File: src/mips_defs.svh
// MIPS32 core widths and constants shared by the pipeline
// Data path, register index and register file depth
`ifndef MIPS_DEFS_SVH
`define MIPS_DEFS_SVH

`define DATA_W    32
`define REG_AW    5
`define NUM_REGS  32

`define ZERO_WORD {`DATA_W{1'b0}}

`endif

File: src/mips_pkg.sv
// MIPS32 core encodings
// Primary opcodes, SPECIAL function codes and internal ALU operations
`default_nettype none

package mips_pkg;

    typedef enum logic [5:0] {
        OP_SPECIAL = 6'h00,
        OP_ADDI    = 6'h08,
        OP_ADDIU   = 6'h09,
        OP_SLTI    = 6'h0a,
        OP_SLTIU   = 6'h0b,
        OP_ANDI    = 6'h0c,
        OP_ORI     = 6'h0d,
        OP_XORI    = 6'h0e,
        OP_LUI     = 6'h0f
    } opcode_e;

    typedef enum logic [5:0] {
        SP_SLL  = 6'h00,
        SP_SRL  = 6'h02,
        SP_SRA  = 6'h03,
        SP_SLLV = 6'h04,
        SP_SRLV = 6'h06,
        SP_SRAV = 6'h07,
        SP_MOVZ = 6'h0a,
        SP_MOVN = 6'h0b,
        SP_ADD  = 6'h20,
        SP_ADDU = 6'h21,
        SP_SUB  = 6'h22,
        SP_SUBU = 6'h23,
        SP_AND  = 6'h24,
        SP_OR   = 6'h25,
        SP_XOR  = 6'h26,
        SP_NOR  = 6'h27,
        SP_SLT  = 6'h2a,
        SP_SLTU = 6'h2b
    } funct_e;

    typedef enum logic [4:0] {
        ALU_NOP, ALU_SLL, ALU_SRL, ALU_SRA,
        ALU_MOVZ, ALU_MOVN,
        ALU_ADD, ALU_ADDU, ALU_SUB, ALU_SUBU,
        ALU_AND, ALU_OR, ALU_XOR, ALU_NOR,
        ALU_SLT, ALU_SLTU
    } alu_op_e;

endpackage

`default_nettype wire

File: src/decode.sv
// Instruction decoder for the register and immediate ALU subset
// Picks each operand from EX, MEM, the register file or the immediate
`default_nettype none
`include "mips_defs.svh"

module decode (
    input  wire logic [31:0]           inst,
    input  wire logic                  inst_valid,
    output logic                       r1read,
    output logic [`REG_AW-1:0]         r1addr,
    output logic                       r2read,
    output logic [`REG_AW-1:0]         r2addr,
    input  wire logic [`DATA_W-1:0]    r1data,
    input  wire logic [`DATA_W-1:0]    r2data,
    output logic [`DATA_W-1:0]         opr1,
    output logic [`DATA_W-1:0]         opr2,
    output mips_pkg::alu_op_e          aluop,
    output logic                       wreg,
    output logic [`REG_AW-1:0]         wraddr,
    output logic                       illegal,
    input  wire logic                  ex_wreg,
    input  wire logic [`REG_AW-1:0]    ex_wraddr,
    input  wire logic [`DATA_W-1:0]    ex_alures,
    input  wire logic                  mem_wreg,
    input  wire logic [`REG_AW-1:0]    mem_wraddr,
    input  wire logic [`DATA_W-1:0]    mem_alures
);

    mips_pkg::opcode_e   opcode;
    mips_pkg::funct_e    funct;
    logic [4:0]          rs;
    logic [4:0]          rt;
    logic [4:0]          rd;
    logic [4:0]          sa;
    logic [15:0]         imm;
    logic [`DATA_W-1:0]  ext_imm;
    logic                legal;
    logic                const_shift;
    logic                ex_r1_haz;
    logic                ex_r2_haz;
    logic                mem_r1_haz;
    logic                mem_r2_haz;

    assign opcode = mips_pkg::opcode_e'(inst[31:26]);
    assign rs     = inst[25:21];
    assign rt     = inst[20:16];
    assign rd     = inst[15:11];
    assign sa     = inst[10:6];
    assign funct  = mips_pkg::funct_e'(inst[5:0]);
    assign imm    = inst[15:0];

    assign const_shift = (funct == mips_pkg::SP_SLL) || (funct == mips_pkg::SP_SRL) ||
                         (funct == mips_pkg::SP_SRA);

    always_comb begin
        legal   = 1'b0;
        aluop   = mips_pkg::ALU_NOP;
        r1read  = 1'b0;
        r2read  = 1'b0;
        r1addr  = rs;
        r2addr  = rt;
        wraddr  = rd;
        ext_imm = `ZERO_WORD;

        case (opcode)
            mips_pkg::OP_SPECIAL: begin
                legal   = const_shift ? (rs == 5'd0) : (sa == 5'd0);
                r1read  = !const_shift;           // Constant shifts take sa as operand 1
                r2read  = 1'b1;
                ext_imm = {27'd0, sa};
                case (funct)
                    mips_pkg::SP_SLL,  mips_pkg::SP_SLLV: aluop = mips_pkg::ALU_SLL;
                    mips_pkg::SP_SRL,  mips_pkg::SP_SRLV: aluop = mips_pkg::ALU_SRL;
                    mips_pkg::SP_SRA,  mips_pkg::SP_SRAV: aluop = mips_pkg::ALU_SRA;
                    mips_pkg::SP_MOVZ: aluop = mips_pkg::ALU_MOVZ;
                    mips_pkg::SP_MOVN: aluop = mips_pkg::ALU_MOVN;
                    mips_pkg::SP_ADD:  aluop = mips_pkg::ALU_ADD;
                    mips_pkg::SP_ADDU: aluop = mips_pkg::ALU_ADDU;
                    mips_pkg::SP_SUB:  aluop = mips_pkg::ALU_SUB;
                    mips_pkg::SP_SUBU: aluop = mips_pkg::ALU_SUBU;
                    mips_pkg::SP_AND:  aluop = mips_pkg::ALU_AND;
                    mips_pkg::SP_OR:   aluop = mips_pkg::ALU_OR;
                    mips_pkg::SP_XOR:  aluop = mips_pkg::ALU_XOR;
                    mips_pkg::SP_NOR:  aluop = mips_pkg::ALU_NOR;
                    mips_pkg::SP_SLT:  aluop = mips_pkg::ALU_SLT;
                    mips_pkg::SP_SLTU: aluop = mips_pkg::ALU_SLTU;
                    default:           legal = 1'b0;
                endcase
            end
            mips_pkg::OP_ADDI, mips_pkg::OP_ADDIU, mips_pkg::OP_SLTI, mips_pkg::OP_SLTIU,
            mips_pkg::OP_ANDI, mips_pkg::OP_ORI, mips_pkg::OP_XORI, mips_pkg::OP_LUI: begin
                legal   = 1'b1;
                r1read  = 1'b1;
                wraddr  = rt;
                ext_imm = {{16{imm[15]}}, imm};
                case (opcode)
                    mips_pkg::OP_ADDI:  aluop = mips_pkg::ALU_ADD;
                    mips_pkg::OP_ADDIU: aluop = mips_pkg::ALU_ADDU;
                    mips_pkg::OP_SLTI:  aluop = mips_pkg::ALU_SLT;
                    mips_pkg::OP_SLTIU: aluop = mips_pkg::ALU_SLTU; // Sign-extended, compared unsigned
                    mips_pkg::OP_ANDI: begin
                        aluop   = mips_pkg::ALU_AND;
                        ext_imm = {16'd0, imm};
                    end
                    mips_pkg::OP_ORI: begin
                        aluop   = mips_pkg::ALU_OR;
                        ext_imm = {16'd0, imm};
                    end
                    mips_pkg::OP_XORI: begin
                        aluop   = mips_pkg::ALU_XOR;
                        ext_imm = {16'd0, imm};
                    end
                    default: begin
                        aluop   = mips_pkg::ALU_OR;  // LUI ors the shifted immediate into r0
                        ext_imm = {imm, 16'd0};
                        legal   = (rs == 5'd0);
                    end
                endcase
            end
            default: legal = 1'b0;
        endcase
    end

    // Register 0 is never a forwarding source
    assign ex_r1_haz  = ex_wreg  && (ex_wraddr  == r1addr) && (r1addr != '0);
    assign ex_r2_haz  = ex_wreg  && (ex_wraddr  == r2addr) && (r2addr != '0);
    assign mem_r1_haz = mem_wreg && (mem_wraddr == r1addr) && (r1addr != '0);
    assign mem_r2_haz = mem_wreg && (mem_wraddr == r2addr) && (r2addr != '0);

    always_comb begin
        if (!r1read)
            opr1 = ext_imm;
        else if (ex_r1_haz)
            opr1 = ex_alures;
        else if (mem_r1_haz)
            opr1 = mem_alures;
        else
            opr1 = r1data;                        // Includes WB write-through

        if (!r2read)
            opr2 = ext_imm;
        else if (ex_r2_haz)
            opr2 = ex_alures;
        else if (mem_r2_haz)
            opr2 = mem_alures;
        else
            opr2 = r2data;
    end

    always_comb begin
        wreg = inst_valid && legal;
        if (aluop == mips_pkg::ALU_MOVZ)
            wreg = wreg && (opr2 == `ZERO_WORD);
        else if (aluop == mips_pkg::ALU_MOVN)
            wreg = wreg && (opr2 != `ZERO_WORD);
    end

    assign illegal = inst_valid && !legal;

    // A read of r0 must see zero whatever is in flight in EX or MEM
    always_comb begin
        assert #0 (!(r1read && r1addr == '0) || opr1 == `ZERO_WORD);
    end

endmodule

`default_nettype wire

File: src/regfile.sv
// 32-entry register file, two read ports and one write port
// Register 0 reads zero; a read of the address being written returns the write data
`default_nettype none
`include "mips_defs.svh"

module regfile (
    input  wire logic                  clk,
    input  wire logic                  rst_n,
    input  wire logic [`REG_AW-1:0]    raddr1,
    input  wire logic [`REG_AW-1:0]    raddr2,
    output logic [`DATA_W-1:0]         rdata1,
    output logic [`DATA_W-1:0]         rdata2,
    input  wire logic                  wen,
    input  wire logic [`REG_AW-1:0]    waddr,
    input  wire logic [`DATA_W-1:0]    wdata
);

    logic [`DATA_W-1:0] regs [`NUM_REGS];

    always_ff @(posedge clk) begin
        if (!rst_n) begin
            for (int i = 0; i < `NUM_REGS; i++) begin
                regs[i] <= `ZERO_WORD;
            end
        end else if (wen && waddr != '0) begin
            regs[waddr] <= wdata;
        end
    end

    function automatic logic [`DATA_W-1:0] read_port(input logic [`REG_AW-1:0] addr);
        if (addr == '0)
            return `ZERO_WORD;
        if (wen && addr == waddr)
            return wdata;                         // WB write-through
        return regs[addr];
    endfunction

    always_comb begin
        rdata1 = read_port(raddr1);
        rdata2 = read_port(raddr2);
    end

endmodule

`default_nettype wire

File: src/ex_stage.sv
// Execute stage with the ID/EX register and the ALU
// Signed overflow on ADD, SUB and ADDI cancels the write and pulses overflow
`default_nettype none
`include "mips_defs.svh"

module ex_stage (
    input  wire logic                  clk,
    input  wire logic                  rst_n,
    input  wire logic [`DATA_W-1:0]    opr1,
    input  wire logic [`DATA_W-1:0]    opr2,
    input  wire mips_pkg::alu_op_e     aluop,
    input  wire logic                  wreg,
    input  wire logic [`REG_AW-1:0]    wraddr,
    input  wire logic                  illegal,
    output logic                       ex_wreg,
    output logic [`REG_AW-1:0]         ex_wraddr,
    output logic [`DATA_W-1:0]         ex_alures,
    output logic                       overflow,
    output logic                       illegal_inst
);

    mips_pkg::alu_op_e   aluop_q;
    logic                wreg_q;
    logic                illegal_q;
    logic [`DATA_W-1:0]  opr1_q;
    logic [`DATA_W-1:0]  opr2_q;
    logic [`REG_AW-1:0]  wraddr_q;
    logic [`DATA_W-1:0]  sum;
    logic [`DATA_W-1:0]  diff;
    logic                add_ovf;
    logic                sub_ovf;
    logic [`DATA_W:0]    sum_x;
    logic [`DATA_W:0]    diff_x;

    always_ff @(posedge clk) begin
        if (!rst_n) begin
            aluop_q   <= mips_pkg::ALU_NOP;
            wreg_q    <= 1'b0;
            illegal_q <= 1'b0;
        end else begin
            aluop_q   <= aluop;
            wreg_q    <= wreg;
            illegal_q <= illegal;
        end
    end

    always_ff @(posedge clk) begin
        opr1_q   <= opr1;
        opr2_q   <= opr2;
        wraddr_q <= wraddr;
    end

    assign sum  = opr1_q + opr2_q;
    assign diff = opr1_q - opr2_q;

    always_comb begin
        case (aluop_q)
            mips_pkg::ALU_SLL:  ex_alures = opr2_q << opr1_q[4:0];
            mips_pkg::ALU_SRL:  ex_alures = opr2_q >> opr1_q[4:0];
            mips_pkg::ALU_SRA:  ex_alures = $unsigned($signed(opr2_q) >>> opr1_q[4:0]);
            mips_pkg::ALU_MOVZ,
            mips_pkg::ALU_MOVN: ex_alures = opr1_q;     // Write was already decided in decode
            mips_pkg::ALU_ADD,
            mips_pkg::ALU_ADDU: ex_alures = sum;
            mips_pkg::ALU_SUB,
            mips_pkg::ALU_SUBU: ex_alures = diff;
            mips_pkg::ALU_AND:  ex_alures = opr1_q & opr2_q;
            mips_pkg::ALU_OR:   ex_alures = opr1_q | opr2_q;
            mips_pkg::ALU_XOR:  ex_alures = opr1_q ^ opr2_q;
            mips_pkg::ALU_NOR:  ex_alures = ~(opr1_q | opr2_q);
            mips_pkg::ALU_SLT:  ex_alures = {31'd0, $signed(opr1_q) < $signed(opr2_q)};
            mips_pkg::ALU_SLTU: ex_alures = {31'd0, opr1_q < opr2_q};
            default:            ex_alures = `ZERO_WORD;
        endcase
    end

    // Operand signs agree but the result sign differs
    assign add_ovf = (opr1_q[`DATA_W-1] == opr2_q[`DATA_W-1]) &&
                     (sum[`DATA_W-1] != opr1_q[`DATA_W-1]);
    assign sub_ovf = (opr1_q[`DATA_W-1] != opr2_q[`DATA_W-1]) &&
                     (diff[`DATA_W-1] != opr1_q[`DATA_W-1]);

    assign overflow = wreg_q && ((aluop_q == mips_pkg::ALU_ADD && add_ovf) ||
                                 (aluop_q == mips_pkg::ALU_SUB && sub_ovf));

    assign ex_wreg      = wreg_q && !overflow;
    assign ex_wraddr    = wraddr_q;
    assign illegal_inst = illegal_q;

    assign sum_x  = {opr1_q[`DATA_W-1], opr1_q} + {opr2_q[`DATA_W-1], opr2_q};
    assign diff_x = {opr1_q[`DATA_W-1], opr1_q} - {opr2_q[`DATA_W-1], opr2_q};

    // An overflowing result never reaches forwarding or retirement, and its
    // full-width value really leaves the signed range
    a_ovf_no_write: assert property (@(posedge clk) disable iff (!rst_n)
        overflow |-> !ex_wreg && ((aluop_q == mips_pkg::ALU_ADD) ?
                                  (sum_x[`DATA_W] != sum_x[`DATA_W-1]) :
                                  (diff_x[`DATA_W] != diff_x[`DATA_W-1])));

endmodule

`default_nettype wire

File: src/retire_pipe.sv
// EX/MEM and MEM/WB pipeline registers
// MEM feeds forwarding; WB drives the register file write port
`default_nettype none
`include "mips_defs.svh"

module retire_pipe (
    input  wire logic                  clk,
    input  wire logic                  rst_n,
    input  wire logic                  ex_wreg,
    input  wire logic [`REG_AW-1:0]    ex_wraddr,
    input  wire logic [`DATA_W-1:0]    ex_alures,
    output logic                       mem_wreg,
    output logic [`REG_AW-1:0]         mem_wraddr,
    output logic [`DATA_W-1:0]         mem_alures,
    output logic                       wb_en,
    output logic [`REG_AW-1:0]         wb_addr,
    output logic [`DATA_W-1:0]         wb_data
);

    always_ff @(posedge clk) begin
        if (!rst_n) begin
            mem_wreg <= 1'b0;
            wb_en    <= 1'b0;
        end else begin
            mem_wreg <= ex_wreg;
            wb_en    <= mem_wreg;
        end
    end

    always_ff @(posedge clk) begin
        mem_wraddr <= ex_wraddr;
        mem_alures <= ex_alures;
        wb_addr    <= mem_wraddr;
        wb_data    <= mem_alures;
    end

    // Bubbles from idle cycles must still carry a clean write enable
    a_wb_en_known: assert property (@(posedge clk) disable iff (!rst_n)
        !$isunknown(wb_en));

endmodule

`default_nettype wire

File: src/mips_core.sv
// MIPS32 integer pipeline core, top level
// Decode, register file, execute and the retire registers up to writeback
`default_nettype none
`include "mips_defs.svh"

module mips_core (
    input  wire logic                  clk,
    input  wire logic                  rst_n,
    input  wire logic [31:0]           inst,
    input  wire logic                  inst_valid,
    output logic                       wb_en,
    output logic [`REG_AW-1:0]         wb_addr,
    output logic [`DATA_W-1:0]         wb_data,
    output logic                       overflow,
    output logic                       illegal_inst
);

    logic [`REG_AW-1:0]  r1addr;
    logic [`REG_AW-1:0]  r2addr;
    logic [`DATA_W-1:0]  r1data;
    logic [`DATA_W-1:0]  r2data;
    logic [`DATA_W-1:0]  opr1;
    logic [`DATA_W-1:0]  opr2;
    mips_pkg::alu_op_e   aluop;
    logic                wreg;
    logic [`REG_AW-1:0]  wraddr;
    logic                illegal;
    logic                ex_wreg;
    logic [`REG_AW-1:0]  ex_wraddr;
    logic [`DATA_W-1:0]  ex_alures;
    logic                mem_wreg;
    logic [`REG_AW-1:0]  mem_wraddr;
    logic [`DATA_W-1:0]  mem_alures;

    // The register file reads every cycle, so the read strobes stay inside decode
    decode decode_i (
        .inst       (inst),
        .inst_valid (inst_valid),
        .r1read     (),
        .r1addr     (r1addr),
        .r2read     (),
        .r2addr     (r2addr),
        .r1data     (r1data),
        .r2data     (r2data),
        .opr1       (opr1),
        .opr2       (opr2),
        .aluop      (aluop),
        .wreg       (wreg),
        .wraddr     (wraddr),
        .illegal    (illegal),
        .ex_wreg    (ex_wreg),
        .ex_wraddr  (ex_wraddr),
        .ex_alures  (ex_alures),
        .mem_wreg   (mem_wreg),
        .mem_wraddr (mem_wraddr),
        .mem_alures (mem_alures)
    );

    regfile regfile_i (
        .clk    (clk),
        .rst_n  (rst_n),
        .raddr1 (r1addr),
        .raddr2 (r2addr),
        .rdata1 (r1data),
        .rdata2 (r2data),
        .wen    (wb_en),
        .waddr  (wb_addr),
        .wdata  (wb_data)
    );

    ex_stage ex_stage_i (
        .clk          (clk),
        .rst_n        (rst_n),
        .opr1         (opr1),
        .opr2         (opr2),
        .aluop        (aluop),
        .wreg         (wreg),
        .wraddr       (wraddr),
        .illegal      (illegal),
        .ex_wreg      (ex_wreg),
        .ex_wraddr    (ex_wraddr),
        .ex_alures    (ex_alures),
        .overflow     (overflow),
        .illegal_inst (illegal_inst)
    );

    retire_pipe retire_pipe_i (
        .clk        (clk),
        .rst_n      (rst_n),
        .ex_wreg    (ex_wreg),
        .ex_wraddr  (ex_wraddr),
        .ex_alures  (ex_alures),
        .mem_wreg   (mem_wreg),
        .mem_wraddr (mem_wraddr),
        .mem_alures (mem_alures),
        .wb_en      (wb_en),
        .wb_addr    (wb_addr),
        .wb_data    (wb_data)
    );

endmodule

`default_nettype wire

File: config.mk
export PLATFORM = sky130hd
export DESIGN_NAME = mips_core
export DESIGN_NICKNAME = d
export VERILOG_FILES = /design/src/mips_pkg.sv /design/src/decode.sv /design/src/regfile.sv /design/src/ex_stage.sv /design/src/retire_pipe.sv /design/src/mips_core.sv
export VERILOG_INCLUDE_DIRS = /design/src
export SDC_FILE = /design/constraint.sdc
export NUM_CORES = 2
export LEC_CHECK = 0
export BUFFER_PORTS_ARGS = -buffer_cell sky130_fd_sc_hd__buf_4
export CORE_AREA = 4 4 490 492
export CTS_CLUSTER_DIAMETER = 80
export DETAILED_ROUTE_END_ITERATION = 10
export DIE_AREA = 0 0 494 496
export MAX_ROUTING_LAYER = met4
export SYNTH_ARGS = -nofsm -noshare
export SYNTH_HDL_FRONTEND = slang
export SYNTH_SLANG_ARGS = --single-unit
File: constraint.sdc
create_clock -name clk -period 6.2 [get_ports clk]
set_clock_uncertainty 0.15 [all_clocks]
set_input_delay 1.24 -clock clk [delete_from_list [all_inputs] [get_ports clk]]
set_output_delay 1.24 -clock clk [all_outputs]
set_load 0.005 [all_outputs]
==> Yosys cells after proc, flatten, opt, wreduce, memory -nomap -nowiden <==
Memories as Yosys holds them, arrays and structs flattened.
Cells that the tools add are included.
{ "totals": {"ramBits": 1024, "input_bits": 35, "out_inout_bits": 40, "mem_count": 1, "reg_bits": 152} }
{ "classes": {"muxes": 42, "n_shift": 3, "n_addsub": 2, "bitwise_logic": 4, "eq_ne": 52, "order_cmp": 2, "n_reduce_logical": 49} }
{ "memory_table": {"columns": ["name", "depth", "width", "read_ports", "rd_clocked_by_memory_dff", "wr", "line_no", "source"], "rows": [
  ["regfile_i.regs", 32, 32, 2, 0, 32, "regfile.sv:18", "logic [`DATA_W-1:0] regs [`NUM_REGS];"]
]} }
{ "ops": {"columns": ["operator", "n"], "rows": [
  ["two-way mux 32 bit", 15],
  ["one-hot mux 32 bit (12 select lines)", 1],
  ["one-hot mux 32 bit (2 select lines)", 2],
  ["less-than comparator 32 bit", 2],
  ["== test 6 x 4 -> 1 bit, second input constant", 10],
  ["== test 6 bit, second input constant", 10],
  ["one-hot mux 4 bit (15 select lines)", 1],
  ["== test 5 x 4 -> 1 bit, second input constant", 8],
  ["adder 32 bit", 1],
  ["AND 32 bit", 1],
  ["zero test 32 bit", 1],
  ["inverter 32 bit", 1],
  ["OR 32 bit", 1],
  ["nonzero test 32 bit", 1],
  ["OR reduction 32 bit", 1],
  ["left shift 32 x 5 -> 32 bit", 1],
  ["right shift 32 x 5 -> 32 bit", 1],
  [">>> shifter 32 x 5 -> 32 bit", 1],
  ["subtractor 32 bit", 1],
  ["bitwise XOR 32 bit", 1],
  ["== test 5 x 3 -> 1 bit, second input constant", 6],
  ["== test 5 bit", 6],
  ["one-hot mux 4 bit (6 select lines)", 1],
  ["logical AND 1 bit", 21],
  ["other kinds (21)", 59]
]} }

==> Longest topological paths before layout <==
{ "depth": {"word_depth": 16, "ltp_mapped": 23, "ltp_nobuf": 18} }

==> Modules after synthesis <==
From an unflattened synthesis, not the netlist that was laid out.
{ "hier_totals": {"cells_unflattened": 5952, "area_unflattened_um2": 70777.9} }
{ "by_module_without_submodules": {"columns": ["module", "seq_area_each_um2", "n_inst", "area_per_inst_um2", "cells_each"], "rows": [
  ["regfile", 30749.5, 1, 55393.1, 3964],
  ["ex_stage", 1521.5, 1, 11111.9, 1466],
  ["decode", 0.0, 1, 2738.9, 444],
  ["retire_pipe", 1521.5, 1, 1534.0, 78]
]} }

==> Worst setup path before layout <==
Ideal clock, no wire load.
{ "synth_timing": {"kind": "register -> register", "startpoint": "register ex_stage_i.opr1_q[1]", "endpoint": "register ex_stage_i.wreg_q", "path_slack_ns": 0.714, "period_less_slack_ns": 5.486, "path_buffers": 5, "stages_incl_launch_ff": 22, "arrival_time_ns": 5.214, "required_ns": 5.928, "setup_time_ns": 0.122, "path_cell_list": "dfxtp_1 > buf_2 > buf_2 > inv_2 > buf_2 > buf_2 > clkbuf_1 > ha_1 > o21ba_1 > a2111o_1 > a32oi_4 > a311oi_4 > a2111o_1 > nand3_2 > nand4_2 > or3_1 > a32o_2 > or4_1 > nor4_1 > nand4_1 > xnor2_1 > a21oi_1"} }
{ "synth_between": {"elab_chain_cells": 16} }
{ "synth_lines": {"columns": ["element", "line_no", "source"], "rows": [
  ["start, declared", "ex_stage.sv:25", "logic [`DATA_W-1:0] opr1_q;"],
  ["start signal, assigned", "ex_stage.sv:48", "opr1_q <= opr1;"],
  ["adder 32 bit / subtractor 32 bit (equally long branches)", "ex_stage.sv:53, ex_stage.sv:54", null],
  ["!= test 1 bit (on tied branches)", "ex_stage.sv:79, ex_stage.sv:81", null],
  ["logical AND 1 bit (on tied branches)", "ex_stage.sv:78, ex_stage.sv:80", null],
  ["logical AND 1 bit (on tied branches)", "ex_stage.sv:83, ex_stage.sv:84", null],
  ["logical OR 1 bit", "ex_stage.sv:83", "assign overflow = wreg_q && ((aluop_q == mips_pkg::ALU_ADD && add_ovf) ||"],
  ["logical AND 1 bit", "ex_stage.sv:83", null],
  ["zero test 1 bit", "ex_stage.sv:86", "assign ex_wreg = wreg_q && !overflow;"],
  ["logical AND 1 bit", "ex_stage.sv:86", null],
  ["logical AND 1 bit (2 in series)", "decode.sv:126", "assign ex_r2_haz = ex_wreg && (ex_wraddr == r2addr) && (r2addr != '0);"],
  ["two-way mux 32 bit *", "decode.sv:142", "else if (ex_r2_haz)"],
  ["two-way mux 32 bit *", "decode.sv:140", "if (!r2read)"],
  ["via decode_i.opr2[5]", "decode.sv:16", "output logic [`DATA_W-1:0] opr2,"],
  ["nonzero test 32 bit (no source line)", null, null],
  ["logical AND 1 bit", "decode.sv:155", "wreg = wreg && (opr2 != `ZERO_WORD);"],
  ["two-way mux 1 bit", "decode.sv:154", "else if (aluop == mips_pkg::ALU_MOVN)"],
  ["two-way mux 1 bit *", "decode.sv:152", "if (aluop == mips_pkg::ALU_MOVZ)"],
  ["end signal, assigned", "ex_stage.sv:42", "wreg_q <= wreg;"],
  ["end, declared", "ex_stage.sv:23", "logic wreg_q;"]
]} }
Mark *: on every way through the listed nets, which the timed path passes. The rest lies on a longest branch.
A chain may end at the register's enable or synchronous reset.

==> Final worst setup path <==
{ "layout_timing": {"startpoint": "register ex_stage_i.opr2_q[1]", "endpoint": "output overflow"} }
{ "layout_between": {"elab_chain_cells": 6} }
{ "layout_lines": {"columns": ["element", "line_no", "source"], "rows": [
  ["start, declared", "ex_stage.sv:26", "logic [`DATA_W-1:0] opr2_q;"],
  ["start signal, assigned", "ex_stage.sv:49", "opr2_q <= opr2;"],
  ["adder 32 bit / subtractor 32 bit (equally long branches)", "ex_stage.sv:53, ex_stage.sv:54", null],
  ["!= test 1 bit (on tied branches)", "ex_stage.sv:79, ex_stage.sv:81", null],
  ["logical AND 1 bit (on tied branches)", "ex_stage.sv:78, ex_stage.sv:80", null],
  ["logical AND 1 bit (on tied branches)", "ex_stage.sv:83, ex_stage.sv:84", null],
  ["logical OR 1 bit *", "ex_stage.sv:83", null],
  ["logical AND 1 bit *", "ex_stage.sv:83", null],
  ["end, declared", "mips_core.sv:14", "output logic overflow,"]
]} }
Every way passes the cells marked *; elsewhere a longest branch is shown, timed or not.

==> run_results.csv <==
group,metric,value,unit
cells_and_area,area_growth,13.61,%
synth,synth_seq_cells,1175,
min_path,worstHoldPathType,"register to register",
synth,yosysTopAreaCellShare,0.4364,
critical_path,startpoint,"ex_stage_i.opr2_q[1]",
critical_path,r2r-start,"ex_stage_i.opr2_q[1]",
clock_network,cts.sinks,1175,
sta,setup_viol,0,
floorplanning,initial_utilization,0.2996,
global_route,grt-ovfl-total,0,
clock_network,clkTransAtPathRegs,0.06,ns
critical_path,cp-endpoint,"overflow",
critical_path,path_class,"register to output pin",
drt,num_vias,51310,
outcome,outcome,"finished clean",
critical_path,cp_num_cells,10,
global_route,grt_max_degree,106,
synth,syn_inst,5453,
power_and_ir_drop,intPower,14.36,mW
sta,fin_crit_sh,0.9670,
drt,drtAntennaViolNets,0,
power_and_ir_drop,p_clk_frac,0.390,
cells_and_area,nets,5566,
place,dp_hpwl,184600,µm
critical_path,cp-start-kind,"register",
clock_network,clockBufferDepth,3,
synth,ys.flop_type,"edfxtp_1",
clock_network,clk_latency,0.78,ns
drt,drtIter0Drc,7053,
cells_and_area,n_fill_cell,22840,
synth,synth_edf_count,1024,
power_and_ir_drop,p_leak,28.06,nW
min_path,holdPathStages,0,
power_and_ir_drop,p_comb_frac,0.145,
drt,first_pass_iters,8,
clock_network,post-cts-setup-buffers,0,
cells_and_area,regArea,0.03378,mm²
place,gp_congestion,1.027,
floorplanning,io_pins,75,
synth,yosysMostFrequentCell,"edfxtp_1",
global_route,antenna_found_initial,25,
synth,synthDistinctLibCells,112,
critical_path,cp.required,4.81,ns
clock_network,cts_max_level,4,
drt,drc,0,
critical_path,endpoint_kind,"output pin",
critical_path,r2r_slack,0.38,ns
critical_path,cp_slowest_cell,"a31oi_1",
synth,yosys.area.top_type,"edfxtp_1",
sta,tightest_slew,1.293,ns
critical_path,regToRegEndpoint,"ex_stage_i.wreg_q",
cells_and_area,multi_input_area,0.03484,mm²
power_and_ir_drop,power_density,245.0,mW/mm²
power_and_ir_drop,max-vdd-ir-drop,0.0002903,V
power_and_ir_drop,p_switching,5.252,mW
floorplanning,die_h,496,µm
power_and_ir_drop,power_frac_seq,0.464,
sta,finalSetupTns,0,ns
power_and_ir_drop,swShare,0.2678,
synth,avgSynthCellArea,12.92,µm²
floorplanning,coreArea,0.2352,mm²
run,drv_cap,0,
global_route,grt_usage,0.2278,
critical_path,path_max_fanout,7,
global_route,grt_pass1_vias,50130,
drt,wirelength,277200,µm
sta,period_needed,5.995,ns
sta,hold_viol_final,0,
floorplanning,dieArea,0.2450,mm²
clock_network,cts-root-buf,"clkbuf_16",
synth,synthArstFlopShare,0,
place,port_buffers,74,
critical_path,reg2reg_depth,16,
drt,via_per_inst,5.907,
sta,rsz0062_at_grt,"no",
synth,ys_warn_count,0,
min_path,hp-start,"retire_pipe_i.mem_alures[17]",
floorplanning,num_rows,178,
sta,slew_headroom,0.1371,
synth,ys_seq_area_frac,0.4794,
power_and_ir_drop,p_total,19.61,mW
global_route,grt_pass1_wl,390000,µm
synth,ys_top_cells_by_count,"edfxtp_1 (1,024), and2_1 (1,003), mux4_2 (664)",
critical_path,critPathBufInv,2,
drt,wl_per_cell,31.92,µm
critical_path,crit_family,"compound AO/OA/AOI/OAI gates",
critical_path,critPathMaxStageDelay,0.55,ns
critical_path,crit_arrival,4.61,ns
clock_network,cts_hold_buf,0,
sta,maxSlewViolCount,0,
critical_path,cp_cell_sequence,"inv_1, ha_1, o21ba_1, a2111o_1, a32oi_4, a311oi_4, a2111o_1, a21o_1, a31oi_1, buf_4",
synth,synth_area_leaders,"edfxtp_1 (44%), mux4_2 (21%), and2_1 (8.9%)",
critical_path,critPathMostFrequentCell,"a2111o_1",
clock_network,numCtsBuffers,132,
clock_network,cts_tree,"done",
cells_and_area,drive_above_1_share,0.2426,
synth,syn_area,0.07045,mm²
clock_network,cts-resized-gates,0,
sta,fmaxAchievable,166.8,MHz
floorplanning,fp.dieW,494,µm
worst reg2reg max path, stage by stage, from the launching register on:
cell	delay, ns
dfxtp_1	0.48
inv_1	0.20
ha_1	0.39
a211oi_1	0.45
o211ai_1	0.22
a22o_1	0.33
or2_1	0.34
a211oi_2	0.38
mux2i_4	0.32
and4_1	0.50
a21oi_1	0.14
a22o_1	0.23
or4_1	0.54
nor4_1	0.55
nand4_1	0.20
xnor2_1	0.17
a21oi_1	0.17
layout by cell type, fill, tap and decap left out, types with 18 or more instances in the layout:
| cell type | Yosys | routed |
|---|---|---|
| edfxtp_1 | 1024 | 1024 |
| and2_1 | 1003 | 1003 |
| mux4_2 | 664 | 664 |
| buf_4 | 11 | 320 |
| nand2_1 | 255 | 255 |
| nor2_1 | 232 | 200 |
| o21ai_0 | 223 | 192 |
| a21oi_1 | 181 | 180 |
| dfxtp_1 | 151 | 147 |
| clkbuf_16 | 0 | 136 |
| mux2i_1 | 112 | 112 |
| inv_1 | 104 | 103 |
| ha_1 | 103 | 103 |
| a22oi_1 | 69 | 69 |
| a211oi_1 | 65 | 65 |
| nand3_1 | 57 | 56 |
| o211ai_1 | 43 | 43 |
| nor3_1 | 36 | 35 |
| xnor2_1 | 33 | 33 |
| o22ai_1 | 33 | 33 |
| conb_1 | 1 | 32 |
| o21ai_4 | 0 | 31 |
| nor2_4 | 0 | 31 |
| a221oi_1 | 31 | 30 |
| clkbuf_1 | 387 | 26 |
| nand2b_1 | 24 | 24 |
| nand4_1 | 23 | 23 |
| clkinv_2 | 0 | 22 |
| nor2b_1 | 23 | 21 |
| o21ai_1 | 21 | 21 |
| buf_12 | 0 | 21 |
| nor4_1 | 20 | 19 |
| mux2_2 | 18 | 18 |
routing by layer:
| layer | global-route usage | up-vias | wire length, µm |
|---|---|---|---|
| met4 | 0.09204 | 0 | 12570 |
| met1 | 0.2846 | 26380 | 104800 |
| met2 | 0.3605 | 3395 | 131200 |
| met3 | 0.04943 | 659 | 28650 |
| li1 | - | 20870 | - |
| met5 | - | - | 0 |
power by group through the flow:
| stage | clock network, mW | registers, mW | logic, mW |
|---|---|---|---|
| floorplan | 0 | 9.19 | 1.68 |
| global placement | 0 | 9.24 | 2.79 |
| detailed placement | 0 | 9.25 | 2.80 |
| CTS | 7.71 | 9.09 | 2.81 |
| global route | 8.05 | 9.12 | 2.97 |
| finish | 7.66 | 9.10 | 2.85 |
state kept, by name (all words and copies together) (netlist names):
signal and flops:
retire_pipe_i.mem_alures 32, ex_stage_i.aluop_q 4, ex_stage_i.opr2_q 32, retire_pipe_i.wb_data 32
ex_stage_i.wreg_q 1, retire_pipe_i.mem_wraddr 5, ex_stage_i.illegal_inst 1, retire_pipe_i.mem_wreg 1
regfile_i.regs 1024, retire_pipe_i.wb_en 1, ex_stage_i.ex_wraddr 5, retire_pipe_i.wb_addr 5
ex_stage_i.opr1_q 32
layout make-up:
type	instances	area share
Sequential cell	1175	0.4220
Clock inverter	64	0.006737
Inverter	112	0.005284
Tap cell	3150	0.04924
Clock buffer	168	0.04477
Antenna cell	11	0.0003439
Timing Repair Buffer	347	0.03630
Multi-Input combinational cell	3658	0.4353
metrics by stage:
stage	util	worst slack (ns)	cells	hold WS [ns]	area (µm²)
global route	0.3403	0.05657	8682	0.2330	80030
finish	0.3403	0.2046	8685	0.2240	80040
CTS	0.3402	0.2167	8674	0.2228	80010
floorplan	-	0.7139	5484	0.2010	70570
detailed placement	0.3227	0.3198	8442	0.2119	75890
global placement	0.3227	0.2173	8442	0.2128	75890
worst min-delay path by stage:
stage          slack (ns)                         to
2_1_floorplan        0.20  retire_pipe_i.wb_data[18]
3_3_place_gp         0.21  retire_pipe_i.wb_data[18]
3_5_place_dp         0.21  retire_pipe_i.wb_data[11]
4_1_cts              0.22  retire_pipe_i.wb_data[17]
5_1_grt              0.23  retire_pipe_i.wb_data[17]
6_report             0.22  retire_pipe_i.wb_data[17]
logic make-up (layout without fill, tap and decap cells):
| family | count (synthesis) | in the layout | share of synthesized area |
|---|---|---|---|
| multiplexers | 812 | 812 | 0.2341 |
| other | 1 | 43 | 0.00005323 |
| buffers and inverters | 651 | 691 | 0.03689 |
| AND/OR/NAND/NOR | 1759 | 1759 | 0.1391 |
| adder cells (fa/ha/maj) | 105 | 105 | 0.01886 |
| AO/OA/AOI/OAI | 902 | 902 | 0.08565 |
| XOR/XNOR | 48 | 48 | 0.005967 |
| flip-flops | 1175 | 1175 | 0.4794 |
Power figures use the tool's default switching activity.
